File: config.mk
export PLATFORM = sky130hd
export DESIGN_NAME = afu_top
export DESIGN_NICKNAME = d
export VERILOG_FILES = /design/src/capi_pkg.sv /design/src/parity.sv /design/src/afu_descriptor.sv /design/src/mmio_parity_check.sv /design/src/mmio.sv /design/src/afu_top.sv
export SDC_FILE = /design/constraint.sdc
export NUM_CORES = 1
export LEC_CHECK = 0
export ABC_AREA = 0
export BUFFER_PORTS_ARGS = -buffer_cell sky130_fd_sc_hd__buf_2
export CORE_AREA = 8 8 209 211
export DETAILED_ROUTE_END_ITERATION = 12
export DIE_AREA = 0 0 217 219
export PLACE_DENSITY = 0.78
export SYNTH_ARGS = -nofsm -noshare
export SYNTH_HDL_FRONTEND = slang
export SYNTH_HIERARCHICAL = 1
export SYNTH_SLANG_ARGS = --single-unit
File: constraint.sdc
create_clock -name clock -period 2.9 [get_ports clock]
set_input_delay 0 -clock clock [delete_from_list [all_inputs] [get_ports clock]]
set_output_delay 0 -clock clock [all_outputs]
set_load 0.02 [all_outputs]
File: src/capi_pkg.sv
package capi_pkg;

  // Host link widths
  localparam int addr_width = 24;
  localparam int data_width = 64;

  // Parity convention on the link, 1 selects odd parity
  localparam logic odd_parity = 1'b1;

  // MMIO register word addresses
  localparam logic [addr_width-1:0] reg_scratch    = 24'h00_0010;
  localparam logic [addr_width-1:0] reg_read_count = 24'h00_0012;

  localparam logic [data_width-1:0] read_count_step = 64'd1;

  // One-hot request kind bit positions
  localparam int kind_cfg_read   = 0;
  localparam int kind_cfg_write  = 1;
  localparam int kind_mmio_read  = 2;
  localparam int kind_mmio_write = 3;
  localparam int kind_width      = 4;

  // Descriptor size in doublewords
  localparam int desc_words        = 8;
  localparam int desc_offset_width = $clog2(desc_words);

  // Descriptor field values
  localparam logic [15:0] desc_num_ints_per_process = 16'h0000;
  localparam logic [15:0] desc_num_of_processes     = 16'h0001;
  localparam logic [15:0] desc_num_of_afu_crs       = 16'h0001;
  // Dedicated process model
  localparam logic [15:0] desc_req_prog_model       = 16'h8010;
  localparam logic [55:0] desc_afu_cr_len           = 56'h00_0000_0000_0001;
  localparam logic [63:0] desc_afu_cr_offset        = 64'h0000_0000_0000_0100;
  localparam logic        desc_psa_per_process_req  = 1'b0;
  localparam logic        desc_psa_required         = 1'b1;
  localparam logic [55:0] desc_psa_length           = 56'h00_0000_0000_0000;
  localparam logic [63:0] desc_psa_offset           = 64'h0000_0000_0000_0000;
  localparam logic [55:0] desc_afu_eb_len           = 56'h00_0000_0000_0000;
  localparam logic [63:0] desc_afu_eb_offset        = 64'h0000_0000_0000_0000;

  // Doublewords in configuration space order
  localparam logic [data_width-1:0] desc_table [desc_words] = '{
    {desc_num_ints_per_process,
     desc_num_of_processes,
     desc_num_of_afu_crs,
     desc_req_prog_model},
    64'h0000_0000_0000_0000,
    {8'h00, desc_afu_cr_len},
    desc_afu_cr_offset,
    {6'b00_0000,
     desc_psa_per_process_req,
     desc_psa_required,
     desc_psa_length},
    desc_psa_offset,
    {8'h00, desc_afu_eb_len},
    desc_afu_eb_offset
  };

endpackage

File: src/parity.sv
`timescale 1ns/1ps

module parity #(
  parameter type data_t = logic [63:0]
) (
  input  logic  clock,
  input  data_t data,
  input  logic  odd,
  output logic  par
);

  // Odd mode makes the total count of ones odd
  always_ff @(posedge clock) begin
    par <= (^data) ^ odd;
  end

endmodule

File: src/afu_descriptor.sv
`timescale 1ns/1ps

module afu_descriptor (
  input  logic                                     clock,
  input  logic                                     rstn,
  input  logic [capi_pkg::desc_offset_width-1:0]   offset,
  output logic [capi_pkg::data_width-1:0]          rdata
);

  always_ff @(posedge clock or negedge rstn) begin
    if (!rstn) begin
      rdata <= '0;
    end else if (int'(offset) < capi_pkg::desc_words) begin
      rdata <= capi_pkg::desc_table[offset];
    end else begin
      rdata <= '0;
    end
  end

  offset_known: assert property (
    @(posedge clock) disable iff (!rstn)
    !$isunknown(offset)
  ) else $error("descriptor offset is unknown");

endmodule

File: src/mmio_parity_check.sv
`timescale 1ns/1ps

module mmio_parity_check (
  input  logic                              clock,
  input  logic                              rstn,
  input  logic                              valid,
  input  logic                              write,
  input  logic [capi_pkg::addr_width-1:0]   address,
  input  logic                              address_parity,
  input  logic [capi_pkg::data_width-1:0]   wdata,
  input  logic                              wdata_parity,
  output logic [1:0]                        errors
);

  logic       address_parity_calc;
  logic       wdata_parity_calc;
  logic       address_parity_recv;
  logic       wdata_parity_recv;
  logic       valid_d;
  logic       write_d;
  logic [1:0] flags;
  logic [1:0] flags_d;

  parity #(
    .data_t (logic [capi_pkg::addr_width-1:0])
  ) address_parity_gen (
    .clock (clock),
    .data  (address),
    .odd   (capi_pkg::odd_parity),
    .par   (address_parity_calc)
  );

  parity #(
    .data_t (logic [capi_pkg::data_width-1:0])
  ) wdata_parity_gen (
    .clock (clock),
    .data  (wdata),
    .odd   (capi_pkg::odd_parity),
    .par   (wdata_parity_calc)
  );

  // Received bits wait one cycle beside the computed ones
  always_ff @(posedge clock) begin
    address_parity_recv <= address_parity;
    wdata_parity_recv   <= wdata_parity;
  end

  always_ff @(posedge clock or negedge rstn) begin
    if (!rstn) begin
      valid_d <= 1'b0;
      write_d <= 1'b0;
      flags   <= 2'b00;
      flags_d <= 2'b00;
      errors  <= 2'b00;
    end else begin
      valid_d  <= valid;
      write_d  <= write;
      // Data parity only counts on writes
      flags[1] <= valid_d && write_d && (wdata_parity_calc != wdata_parity_recv);
      flags[0] <= valid_d && (address_parity_calc != address_parity_recv);
      flags_d  <= flags;
      errors   <= flags_d;
    end
  end

  errors_need_request: assert property (
    @(posedge clock) disable iff (!rstn)
    !$past(valid, 4) |-> (errors == 2'b00)
  ) else $error("parity error flagged without a request");

endmodule

File: src/mmio.sv
`timescale 1ns/1ps

module mmio (
  input  logic                                     clock,
  input  logic                                     rstn,
  input  logic                                     mmio_valid,
  input  logic                                     mmio_cfg,
  input  logic                                     mmio_read,
  input  logic                                     mmio_doubleword,
  input  logic [capi_pkg::addr_width-1:0]          mmio_address,
  input  logic                                     mmio_address_parity,
  input  logic [capi_pkg::data_width-1:0]          mmio_wdata,
  input  logic                                     mmio_wdata_parity,
  output logic [capi_pkg::desc_offset_width-1:0]   desc_offset,
  input  logic [capi_pkg::data_width-1:0]          desc_rdata,
  output logic                                     chk_valid,
  output logic                                     chk_write,
  output logic [capi_pkg::addr_width-1:0]          chk_address,
  output logic                                     chk_address_parity,
  output logic [capi_pkg::data_width-1:0]          chk_wdata,
  output logic                                     chk_wdata_parity,
  output logic                                     mmio_ack,
  output logic [capi_pkg::data_width-1:0]          mmio_rdata,
  output logic                                     mmio_rdata_parity
);

  logic [capi_pkg::kind_width-1:0] req_kind;
  logic [capi_pkg::kind_width-1:0] s1_kind;
  logic [capi_pkg::kind_width-1:0] s2_kind;
  logic [capi_pkg::kind_width-1:0] s3_kind;
  logic                            s1_doubleword;
  logic                            s2_doubleword;
  logic                            s3_doubleword;
  logic [capi_pkg::addr_width-1:0] s1_address;
  logic [capi_pkg::addr_width-1:0] s2_address;
  logic                            s3_addr_lsb;
  logic [capi_pkg::data_width-1:0] s1_wdata;
  logic [capi_pkg::data_width-1:0] s2_wdata;
  logic                            s1_address_parity;
  logic                            s1_wdata_parity;
  logic [capi_pkg::data_width-1:0] s3_rdata;
  logic                            desc_hit;
  logic [capi_pkg::data_width-1:0] scratch;
  logic [capi_pkg::data_width-1:0] read_count;
  logic [capi_pkg::data_width-1:0] data_out;
  logic                            data_ack;

  always_comb begin
    req_kind = '0;
    if (mmio_valid) begin
      case ({mmio_cfg, mmio_read})
        2'b11:   req_kind[capi_pkg::kind_cfg_read]   = 1'b1;
        2'b10:   req_kind[capi_pkg::kind_cfg_write]  = 1'b1;
        2'b01:   req_kind[capi_pkg::kind_mmio_read]  = 1'b1;
        default: req_kind[capi_pkg::kind_mmio_write] = 1'b1;
      endcase
    end
  end

  // Stage 1
  always_ff @(posedge clock or negedge rstn) begin
    if (!rstn) begin
      s1_kind <= '0;
    end else begin
      s1_kind <= req_kind;
    end
  end

  always_ff @(posedge clock) begin
    s1_doubleword     <= mmio_doubleword;
    s1_address        <= mmio_address;
    s1_wdata          <= mmio_wdata;
    s1_address_parity <= mmio_address_parity;
    s1_wdata_parity   <= mmio_wdata_parity;
  end

  // Doubleword index within configuration space
  assign desc_offset = s1_kind[capi_pkg::kind_cfg_read] ?
                       s1_address[capi_pkg::desc_offset_width:1] : '0;

  assign chk_valid          = |s1_kind;
  assign chk_write          = s1_kind[capi_pkg::kind_cfg_write] |
                              s1_kind[capi_pkg::kind_mmio_write];
  assign chk_address        = s1_address;
  assign chk_address_parity = s1_address_parity;
  assign chk_wdata          = s1_wdata;
  assign chk_wdata_parity   = s1_wdata_parity;

  // Stage 2
  always_ff @(posedge clock or negedge rstn) begin
    if (!rstn) begin
      s2_kind <= '0;
    end else begin
      s2_kind <= s1_kind;
    end
  end

  always_ff @(posedge clock) begin
    s2_doubleword <= s1_doubleword;
    s2_address    <= s1_address;
    s2_wdata      <= s1_wdata;
  end

  // Addresses past the descriptor read as zero
  assign desc_hit = (s2_address[capi_pkg::addr_width-1:capi_pkg::desc_offset_width+1] == '0);

  always_ff @(posedge clock or negedge rstn) begin
    if (!rstn) begin
      scratch    <= '0;
      read_count <= '0;
    end else if (s2_kind[capi_pkg::kind_mmio_write]) begin
      if (s2_address == capi_pkg::reg_scratch) begin
        scratch <= s2_wdata;
      end
      if (s2_address == capi_pkg::reg_read_count) begin
        read_count <= s2_wdata;
      end
    end else if (s2_kind[capi_pkg::kind_mmio_read] &&
                 s2_address == capi_pkg::reg_read_count) begin
      read_count <= read_count + capi_pkg::read_count_step;
    end
  end

  // Stage 3
  always_ff @(posedge clock or negedge rstn) begin
    if (!rstn) begin
      s3_kind <= '0;
    end else begin
      s3_kind <= s2_kind;
    end
  end

  always_ff @(posedge clock) begin
    s3_doubleword <= s2_doubleword;
    s3_addr_lsb   <= s2_address[0];
    if (s2_kind[capi_pkg::kind_cfg_read] && desc_hit) begin
      s3_rdata <= desc_rdata;
    end else if (s2_kind[capi_pkg::kind_mmio_read]) begin
      case (s2_address)
        capi_pkg::reg_scratch:    s3_rdata <= scratch;
        // Old count goes out while the register steps
        capi_pkg::reg_read_count: s3_rdata <= read_count;
        default:                  s3_rdata <= '0;
      endcase
    end else begin
      s3_rdata <= '0;
    end
  end

  // Stage 4, read data select
  always_ff @(posedge clock or negedge rstn) begin
    if (!rstn) begin
      data_out <= '0;
      data_ack <= 1'b0;
    end else begin
      data_ack <= |s3_kind;
      if (s3_kind[capi_pkg::kind_cfg_read]) begin
        if (s3_doubleword) begin
          data_out <= s3_rdata;
        end else if (s3_addr_lsb) begin
          data_out <= {2{s3_rdata[31:0]}};
        end else begin
          data_out <= {2{s3_rdata[63:32]}};
        end
      end else if (s3_kind[capi_pkg::kind_mmio_read]) begin
        data_out <= s3_rdata;
      end else begin
        data_out <= '0;
      end
    end
  end

  always_ff @(posedge clock or negedge rstn) begin
    if (!rstn) begin
      mmio_ack   <= 1'b0;
      mmio_rdata <= '0;
    end else begin
      mmio_ack   <= data_ack;
      mmio_rdata <= data_out;
    end
  end

  // Parity lands in the same cycle as mmio_rdata
  parity #(
    .data_t (logic [capi_pkg::data_width-1:0])
  ) rdata_parity_gen (
    .clock (clock),
    .data  (data_out),
    .odd   (capi_pkg::odd_parity),
    .par   (mmio_rdata_parity)
  );

  ack_known: assert property (
    @(posedge clock) disable iff (!rstn)
    !$isunknown(mmio_ack)
  ) else $error("mmio_ack is unknown");

  kind_onehot: assert property (
    @(posedge clock) disable iff (!rstn)
    $onehot0(s1_kind) && $onehot0(s2_kind) && $onehot0(s3_kind)
  ) else $error("request kind is not one-hot");

endmodule

File: src/afu_top.sv
`timescale 1ns/1ps

module afu_top (
  input  logic                              clock,
  input  logic                              rstn,
  input  logic                              mmio_valid,
  input  logic                              mmio_cfg,
  input  logic                              mmio_read,
  input  logic                              mmio_doubleword,
  input  logic [capi_pkg::addr_width-1:0]   mmio_address,
  input  logic                              mmio_address_parity,
  input  logic [capi_pkg::data_width-1:0]   mmio_wdata,
  input  logic                              mmio_wdata_parity,
  output logic                              mmio_ack,
  output logic [capi_pkg::data_width-1:0]   mmio_rdata,
  output logic                              mmio_rdata_parity,
  output logic [1:0]                        mmio_errors
);

  logic [capi_pkg::desc_offset_width-1:0] desc_offset;
  logic [capi_pkg::data_width-1:0]        desc_rdata;
  logic                                   chk_valid;
  logic                                   chk_write;
  logic [capi_pkg::addr_width-1:0]        chk_address;
  logic                                   chk_address_parity;
  logic [capi_pkg::data_width-1:0]        chk_wdata;
  logic                                   chk_wdata_parity;

  mmio mmio_inst (
    .clock               (clock),
    .rstn                (rstn),
    .mmio_valid          (mmio_valid),
    .mmio_cfg            (mmio_cfg),
    .mmio_read           (mmio_read),
    .mmio_doubleword     (mmio_doubleword),
    .mmio_address        (mmio_address),
    .mmio_address_parity (mmio_address_parity),
    .mmio_wdata          (mmio_wdata),
    .mmio_wdata_parity   (mmio_wdata_parity),
    .desc_offset         (desc_offset),
    .desc_rdata          (desc_rdata),
    .chk_valid           (chk_valid),
    .chk_write           (chk_write),
    .chk_address         (chk_address),
    .chk_address_parity  (chk_address_parity),
    .chk_wdata           (chk_wdata),
    .chk_wdata_parity    (chk_wdata_parity),
    .mmio_ack            (mmio_ack),
    .mmio_rdata          (mmio_rdata),
    .mmio_rdata_parity   (mmio_rdata_parity)
  );

  afu_descriptor desc_inst (
    .clock  (clock),
    .rstn   (rstn),
    .offset (desc_offset),
    .rdata  (desc_rdata)
  );

  mmio_parity_check check_inst (
    .clock          (clock),
    .rstn           (rstn),
    .valid          (chk_valid),
    .write          (chk_write),
    .address        (chk_address),
    .address_parity (chk_address_parity),
    .wdata          (chk_wdata),
    .wdata_parity   (chk_wdata_parity),
    .errors         (mmio_errors)
  );

endmodule

==> results.ini, run 1 <==
[timing]
fin_crit_ns=2.66
final-hold-violation-count=0
tns_ns=0
clock.fmax_mhz=376
final_critical_path_setup_slack_ns=0.242
setup_violation_total_in_the_final_timing_report=0
grt_setup_unrepaired=false
tightestPinTransition_ns=1.26
final.period_utilization=0.916
drv_slew=0
normalized_max_slew_margin=0.160
worst_clock_skew_on_the_final_layout_ns=0.0134

[floorplanning]
die_h_um=219
die_w_um=217
core_area_um2=40400
boundaryPins=164
num_rows=74
die_area_um2=47500
initial_core_util=0.494

[global_routing]
initial_antenna_violation_count=4
globalRouteTotalUtil=0.221
number_of_global_route_vias_before_repair=13800
pin_count_of_the_biggest_net_entering_global_routing=109
first_pass_grt_wire_length_um=81600
grt-ovfl-total=0

[critical_path]
path_max_fanout=52
critPathTopFamily=simple AND/OR/NAND/NOR gates
worst_path_max_delay_cell=sky130_fd_sc_hd__and4b_2
cp-end-kind=flop
crit_path_cell_trace=nor4_1 -> nand2_1 -> nor2_1 -> and4b_2 -> buf_12 -> mux2_2
worstPathRequired_ns=3.36
worst_path_largest_cell_delay_ns=0.54
worstSetupStartpointType=flop
path_buf_inv=1
crit_arrival_ns=3.12
criticalPathCategory=reg -> reg

[synth]
largest_area_contributor_in_the_netlist=sky130_fd_sc_hd__dfrtp_1
synth_edf_count=0
ys_ff_latch=533
yosysUniqueCellTypes=74
synth_sequential_area_ratio=0.605
synth_most_common_cell=sky130_fd_sc_hd__dfrtp_1
synthesis.instances=1623
synthesis.yosys.warnings=6
ys_async_sr_fraction=0.529
yosys-top-cells-count=282 x sky130_fd_sc_hd__dfrtp_1, 251 x sky130_fd_sc_hd__dfxtp_1, 127 x sky130_fd_sc_hd__xnor2_1
synthesis.area_per_instance_um2=12.3
ys.flop_type=sky130_fd_sc_hd__dfrtp_1
synthDominantCellAreaShare=0.354
mappedNetlistArea_um2=20000
synth.area.top_cells=sky130_fd_sc_hd__dfrtp_1 35%, sky130_fd_sc_hd__dfxtp_1 25%, sky130_fd_sc_hd__xnor2_1 5.6%

[clocking]
tritoncts.num_buffers=51
insertion_delay_of_the_later_clocked_pin_in_the_worst_skew_pair_ns=0.58
clock_tree.root_cell=sky130_fd_sc_hd__clkbuf_16
cts-resized-gates=0
max-clock-path-buffers=3
tritoncts=yes
cts_htree_levels=2
clock-sinks=533
clkTransAtPathRegs_ns=0.06

[place]
post-dp-hpwl_um=35700
dpl_worst_slack_ns=0.391
place_congestion=0.949
buffer_ports.inserted=163

[power]
power.density_cell_area_nw_per_um2=657
cellLeakagePower_nw=10.8
p_clk_frac=0.452
p_seq_frac=0.487
combinationalPowerShare=0.061
intPower_mw=12.4
switchingPower_mw=3.40
peakVddDrop_uv=495
switching_share=0.215

[outcome]
outcome=complete, no violations

[route]
drt.antenna.violating_nets=0
detailedRoute.firstIterationViolations=1055
detailroute.via_count=13500
overall_routed_net_length_um=52600
sum_of_met3_wire_segment_lengths_after_detailed_routing_um=3430
post-route-drc-count=0
post_drt_wl_per_cell_um=21.4
1st_pass_router_iterations=5
drt-met1-wl_um=22100
drt-vias-per-instance=5.51
top_layer_used=met5
dr_wl_met2_um=25600

[min_path]
hold_path_class=in -> async

[run]
timing.max_cap.violations=0

[cells_and_area]
syn_to_final_growth_pct=20.7
fraction_of_final_layout_cells_with_drive_strength_greater_than_1=0.204
fin_nets=1979

repair_timing:
action                    CTS  global route
hold endpoints to repair  248             0
hold buffers               97             0
setup buffers               0             0
power groups by stage:
stage	registers, mW	logic (mW)	clock network [mW]
2_1_floorplan	7.79	0.571	0
3_3_place_gp	7.84	0.857	0
3_5_place_dp	7.85	0.859	0
4_1_cts	7.70	0.970	7.27
5_1_grt	7.72	1.04	7.60
6_report	7.71	0.965	7.15
cells by family (layout without fill, tap and decap cells):
family,after synthesis,count (layout),synth area share
flip-flops,533,533,0.605
AND/OR/NAND/NOR,326,326,0.0928
AO/OA/AOI/OAI,304,304,0.114
buffers and inverters,166,409,0.0436
XOR/XNOR,150,150,0.0690
multiplexers,140,140,0.0742
other,3,61,0.000564
adder cells (fa/ha/maj),1,1,0.000627
per-layer routing:
layer,up-vias,global-route usage
li1,6260,-
met1,6659,0.287
met2,510,0.372
met3,101,0.0383
met4,4,0.0721
met5,-,0
flip-flops by register name (all words and copies together) (netlist names), 24 cells and up:
name and flops:
mmio_inst/mmio_rdata 64, mmio_inst/read_count 64, mmio_inst/chk_wdata 64, mmio_inst/scratch 64, mmio_inst/s2_wdata 64, mmio_inst/s2_address 24
mmio_inst/data_out 64, mmio_inst/chk_address 24, mmio_inst/s3_rdata 64
per-stage QoR:
step	cell area, µm²	util	power, mW	hold slack, ns	instances
after floorplan	20200	-	8.37	-0.296	1680
after global placement	21300	0.527	8.70	0.0676	2264
after detailed placement	21300	0.527	8.71	0.0598	2264
after CTS	24100	0.597	15.9	0.0192	2455
after global routing	24100	0.597	16.4	0.0314	2456
final	24100	0.597	15.8	0.0354	2456
layout by cell type (no fill, tap or decap), types with 39 or more instances in the layout:
| cell | count |
|---|---|
| sky130_fd_sc_hd__conb_1 | 60 |
| sky130_fd_sc_hd__dfrtp_1 | 281 |
| sky130_fd_sc_hd__dlygate4sd3_1 | 97 |
| sky130_fd_sc_hd__a22o_1 | 64 |
| sky130_fd_sc_hd__nand2_1 | 53 |
| sky130_fd_sc_hd__buf_2 | 162 |
| sky130_fd_sc_hd__a21oi_1 | 58 |
| sky130_fd_sc_hd__nor2_1 | 47 |
| sky130_fd_sc_hd__mux2_2 | 64 |
| sky130_fd_sc_hd__clkbuf_16 | 55 |
| sky130_fd_sc_hd__nand3_1 | 44 |
| sky130_fd_sc_hd__xnor2_1 | 127 |
| sky130_fd_sc_hd__mux2i_1 | 76 |
| sky130_fd_sc_hd__o2bb2ai_1 | 67 |
| sky130_fd_sc_hd__o21ai_0 | 39 |
| sky130_fd_sc_hd__dfxtp_1 | 250 |
path summary, 6_finish.rpt:
check | startpoint | endpoint | slack (ns) | depth (start not counted)
min in group clock | mmio_wdata[19] | mmio_inst/chk_wdata[19] | 0.05 | 2
min | rstn | mmio_inst/read_count[28] | 0.04 | 2
max in group asynchronous | rstn | mmio_inst/read_count[11] | 2.00 | 3
max | mmio_inst/s2_address[13] | mmio_inst/scratch[13] | 0.24 | 6
min reg2reg | mmio_inst/chk_address_parity | check_inst/address_parity_recv | 0.33 | 0
max reg2reg | mmio_inst/s2_address[13] | mmio_inst/scratch[13] | 0.24 | 6
cell type report:
| type | instances | area [µm²] |
|---|---|---|
| antenna | 1 | 2.50 |
| clock inverter | 21 | 297 |
| multi-input combinational | 981 | 7250 |
| inverter | 12 | 45.0 |
| clock buffer | 73 | 1550 |
| fill | 3253 | 16300 |
| sequential | 533 | 12100 |
| tap | 532 | 666 |
| timing repair buffer | 303 | 2190 |
(Power assumes the default switching activity.)
==> run 2: changes to the inputs <==
HOLD_SLACK_MARGIN = 0.15   (was default)
clock period = 2.7 ns   (was 2.9 ns; I/O delays follow)
==> results.ini, run 2 (synthesized netlist as in run 1, its figures left out) <==
[place]
post-dp-hpwl_um=35400  ; -0.89%
place_congestion=0.909  ; -4.3%
buffer_ports.inserted=163  ; unchanged

[global_routing]
number_of_global_route_vias_before_repair=14600  ; +5.3%
globalRouteTotalUtil=0.229  ; +0.00788
initial_antenna_violation_count=2  ; -2
first_pass_grt_wire_length_um=84600  ; +3.6%
pin_count_of_the_biggest_net_entering_global_routing=92  ; -16%
grt-ovfl-total=0  ; unchanged

[min_path]
hold_path_class=in -> reg

[cells_and_area]
layout.filler_cells=3108  ; -4.5%
final_common_cell=sky130_fd_sc_hd__dfrtp_1
reg_area_um2=12100  ; unchanged
fin_nets=2081  ; +5.2%
fraction_of_final_layout_cells_with_drive_strength_greater_than_1=0.199  ; -0.00496
multi_input_area_um2=7250  ; about the same
syn_to_final_growth_pct=25.8
most-common-layout-cells=281 x sky130_fd_sc_hd__dfrtp_1, 250 x sky130_fd_sc_hd__dfxtp_1, 191 x sky130_fd_sc_hd__dlygate4sd3_1

[clocking]
cts_htree_levels=2  ; unchanged
tritoncts.num_buffers=51  ; unchanged
clock_tree.root_cell=sky130_fd_sc_hd__clkbuf_16
clock-sinks=533  ; unchanged
clkTransAtPathRegs_ns=0.07  ; about the same
tritoncts=yes
insertion_delay_of_the_later_clocked_pin_in_the_worst_skew_pair_ns=0.58  ; about the same
max-clock-path-buffers=3  ; unchanged

[route]
1st_pass_router_iterations=5  ; unchanged
detailedRoute.firstIterationViolations=1277  ; +21%
detailroute.via_count=14000  ; +3.5%
overall_routed_net_length_um=54200  ; +3.1%
drt-vias-per-instance=5.47  ; -0.66%
post-route-drc-count=0  ; unchanged
drt.antenna.violating_nets=0  ; unchanged
post_drt_wl_per_cell_um=21.2  ; -1.0%

[timing]
final.period_utilization=0.959  ; +0.0422
holdWs_ns=0.251  ; +0.216 ns
drv_slew=0  ; unchanged
final-hold-violation-count=0  ; unchanged
worst_clock_skew_on_the_final_layout_ns=0.0160  ; +0.00263 ns
fin_crit_ns=2.59  ; -0.0693 ns
clock.fmax_mhz=386  ; +2.7%
tightestPinTransition_ns=1.26  ; +0.00585 ns
setup_violation_total_in_the_final_timing_report=0  ; unchanged
normalized_max_slew_margin=0.156  ; -0.00390
tns_ns=0  ; unchanged

[critical_path]
cp-end-kind=flop
crit_arrival_ns=3.05  ; -0.07 ns
criticalPathCategory=reg -> reg
path_max_fanout=34  ; -35%
worstSetupStartpointType=flop
worstPathRequired_ns=3.16  ; -0.20 ns

[floorplanning]
num_rows=74  ; unchanged
die_h_um=219  ; unchanged
initial_core_util=0.494  ; unchanged
die_w_um=217  ; unchanged
core_area_um2=40400  ; unchanged
boundaryPins=164  ; unchanged
die_area_um2=47500  ; unchanged

[power]
peakVddDrop_uv=655  ; +32%
cellLeakagePower_nw=11.2  ; +4.1%
power.density_cell_area_nw_per_um2=683  ; +4.0%

[outcome]
outcome=complete, no violations

[run]
timing.max_cap.violations=0  ; unchanged

[run 2: per-layer routing]
layer	part of all wire	GRT usage	vias up
li1	-	-	6441
met1	0.40	0.289	6885
met2	0.49	0.387	566
met3	0.079	0.0527	115
met4	0.029	0.0733	2
met5	0.00020	0	-
[run 2: cell type report]
| type | count | area share |
|---|---|---|
| inverters | 12 | 0.00179 |
| diodes | 1 | 0.0000997 |
| multi-input cells | 981 | 0.289 |
| flip-flops and latches | 533 | 0.482 |
| clock inverters | 24 | 0.0121 |
| well taps | 532 | 0.0265 |
| repair buffers | 405 | 0.127 |
| clock buffers | 71 | 0.0625 |
[run 2: critical path, cell delays in order, from the launching register on]
cell,delay (ns)
sky130_fd_sc_hd__dfxtp_1,0.32
sky130_fd_sc_hd__nor4_1,0.57
sky130_fd_sc_hd__nand2_1,0.22
sky130_fd_sc_hd__nor2_1,0.19
sky130_fd_sc_hd__and4b_2,0.27
sky130_fd_sc_hd__buf_4,0.46
sky130_fd_sc_hd__mux2_2,0.41
[run 2: final timing paths]
check | to | slack, ns | cells past startpoint | start
worst max-delay path | mmio_inst/scratch[45] | 0.11 | 6 | mmio_inst/s2_address[8]
worst min-delay path | mmio_inst/s1_kind[2] | 0.25 | 3 | mmio_read
worst max register to register | mmio_inst/scratch[45] | 0.11 | 6 | mmio_inst/s2_address[8]
worst min register to register | check_inst/wdata_parity_recv | 0.33 | 0 | mmio_inst/chk_wdata_parity
max in group asynchronous | mmio_inst/data_out[49] | 1.19 | 4 | rstn
min in group asynchronous | mmio_inst/scratch[57] | 0.52 | 3 | rstn
[run 2: timing repair]
action	CTS	global route
hold endpoints to repair	377	0
setup endpoints to repair	0	7
setup buffers	0	0
resized for setup	0	1
hold buffers	191	0
[run 2: metrics by stage]
stage / instances / worst slack [ns] / utilization / total power [mW] / cell area, µm²
detailed placement: 2272 / 0.237 / 0.528 / 9.36 / 21300
CTS: 2558 / 0.214 / 0.622 / 17.2 / 25100
global route: 2559 / -0.0151 / 0.622 / 17.7 / 25100
global placement: 2272 / 0.307 / 0.528 / 9.33 / 21300
finish: 2559 / 0.112 / 0.622 / 17.1 / 25100
floorplan: 1680 / 0.464 / - / 8.98 / 20200
[run 2: where the power goes]
group	switching (mW)	total [mW]	internal [mW]
combinational	0.550	1.16	0.615
clock	3.04	7.71	4.67
sequential	0.134	8.26	8.13
total	3.73	17.1	13.4
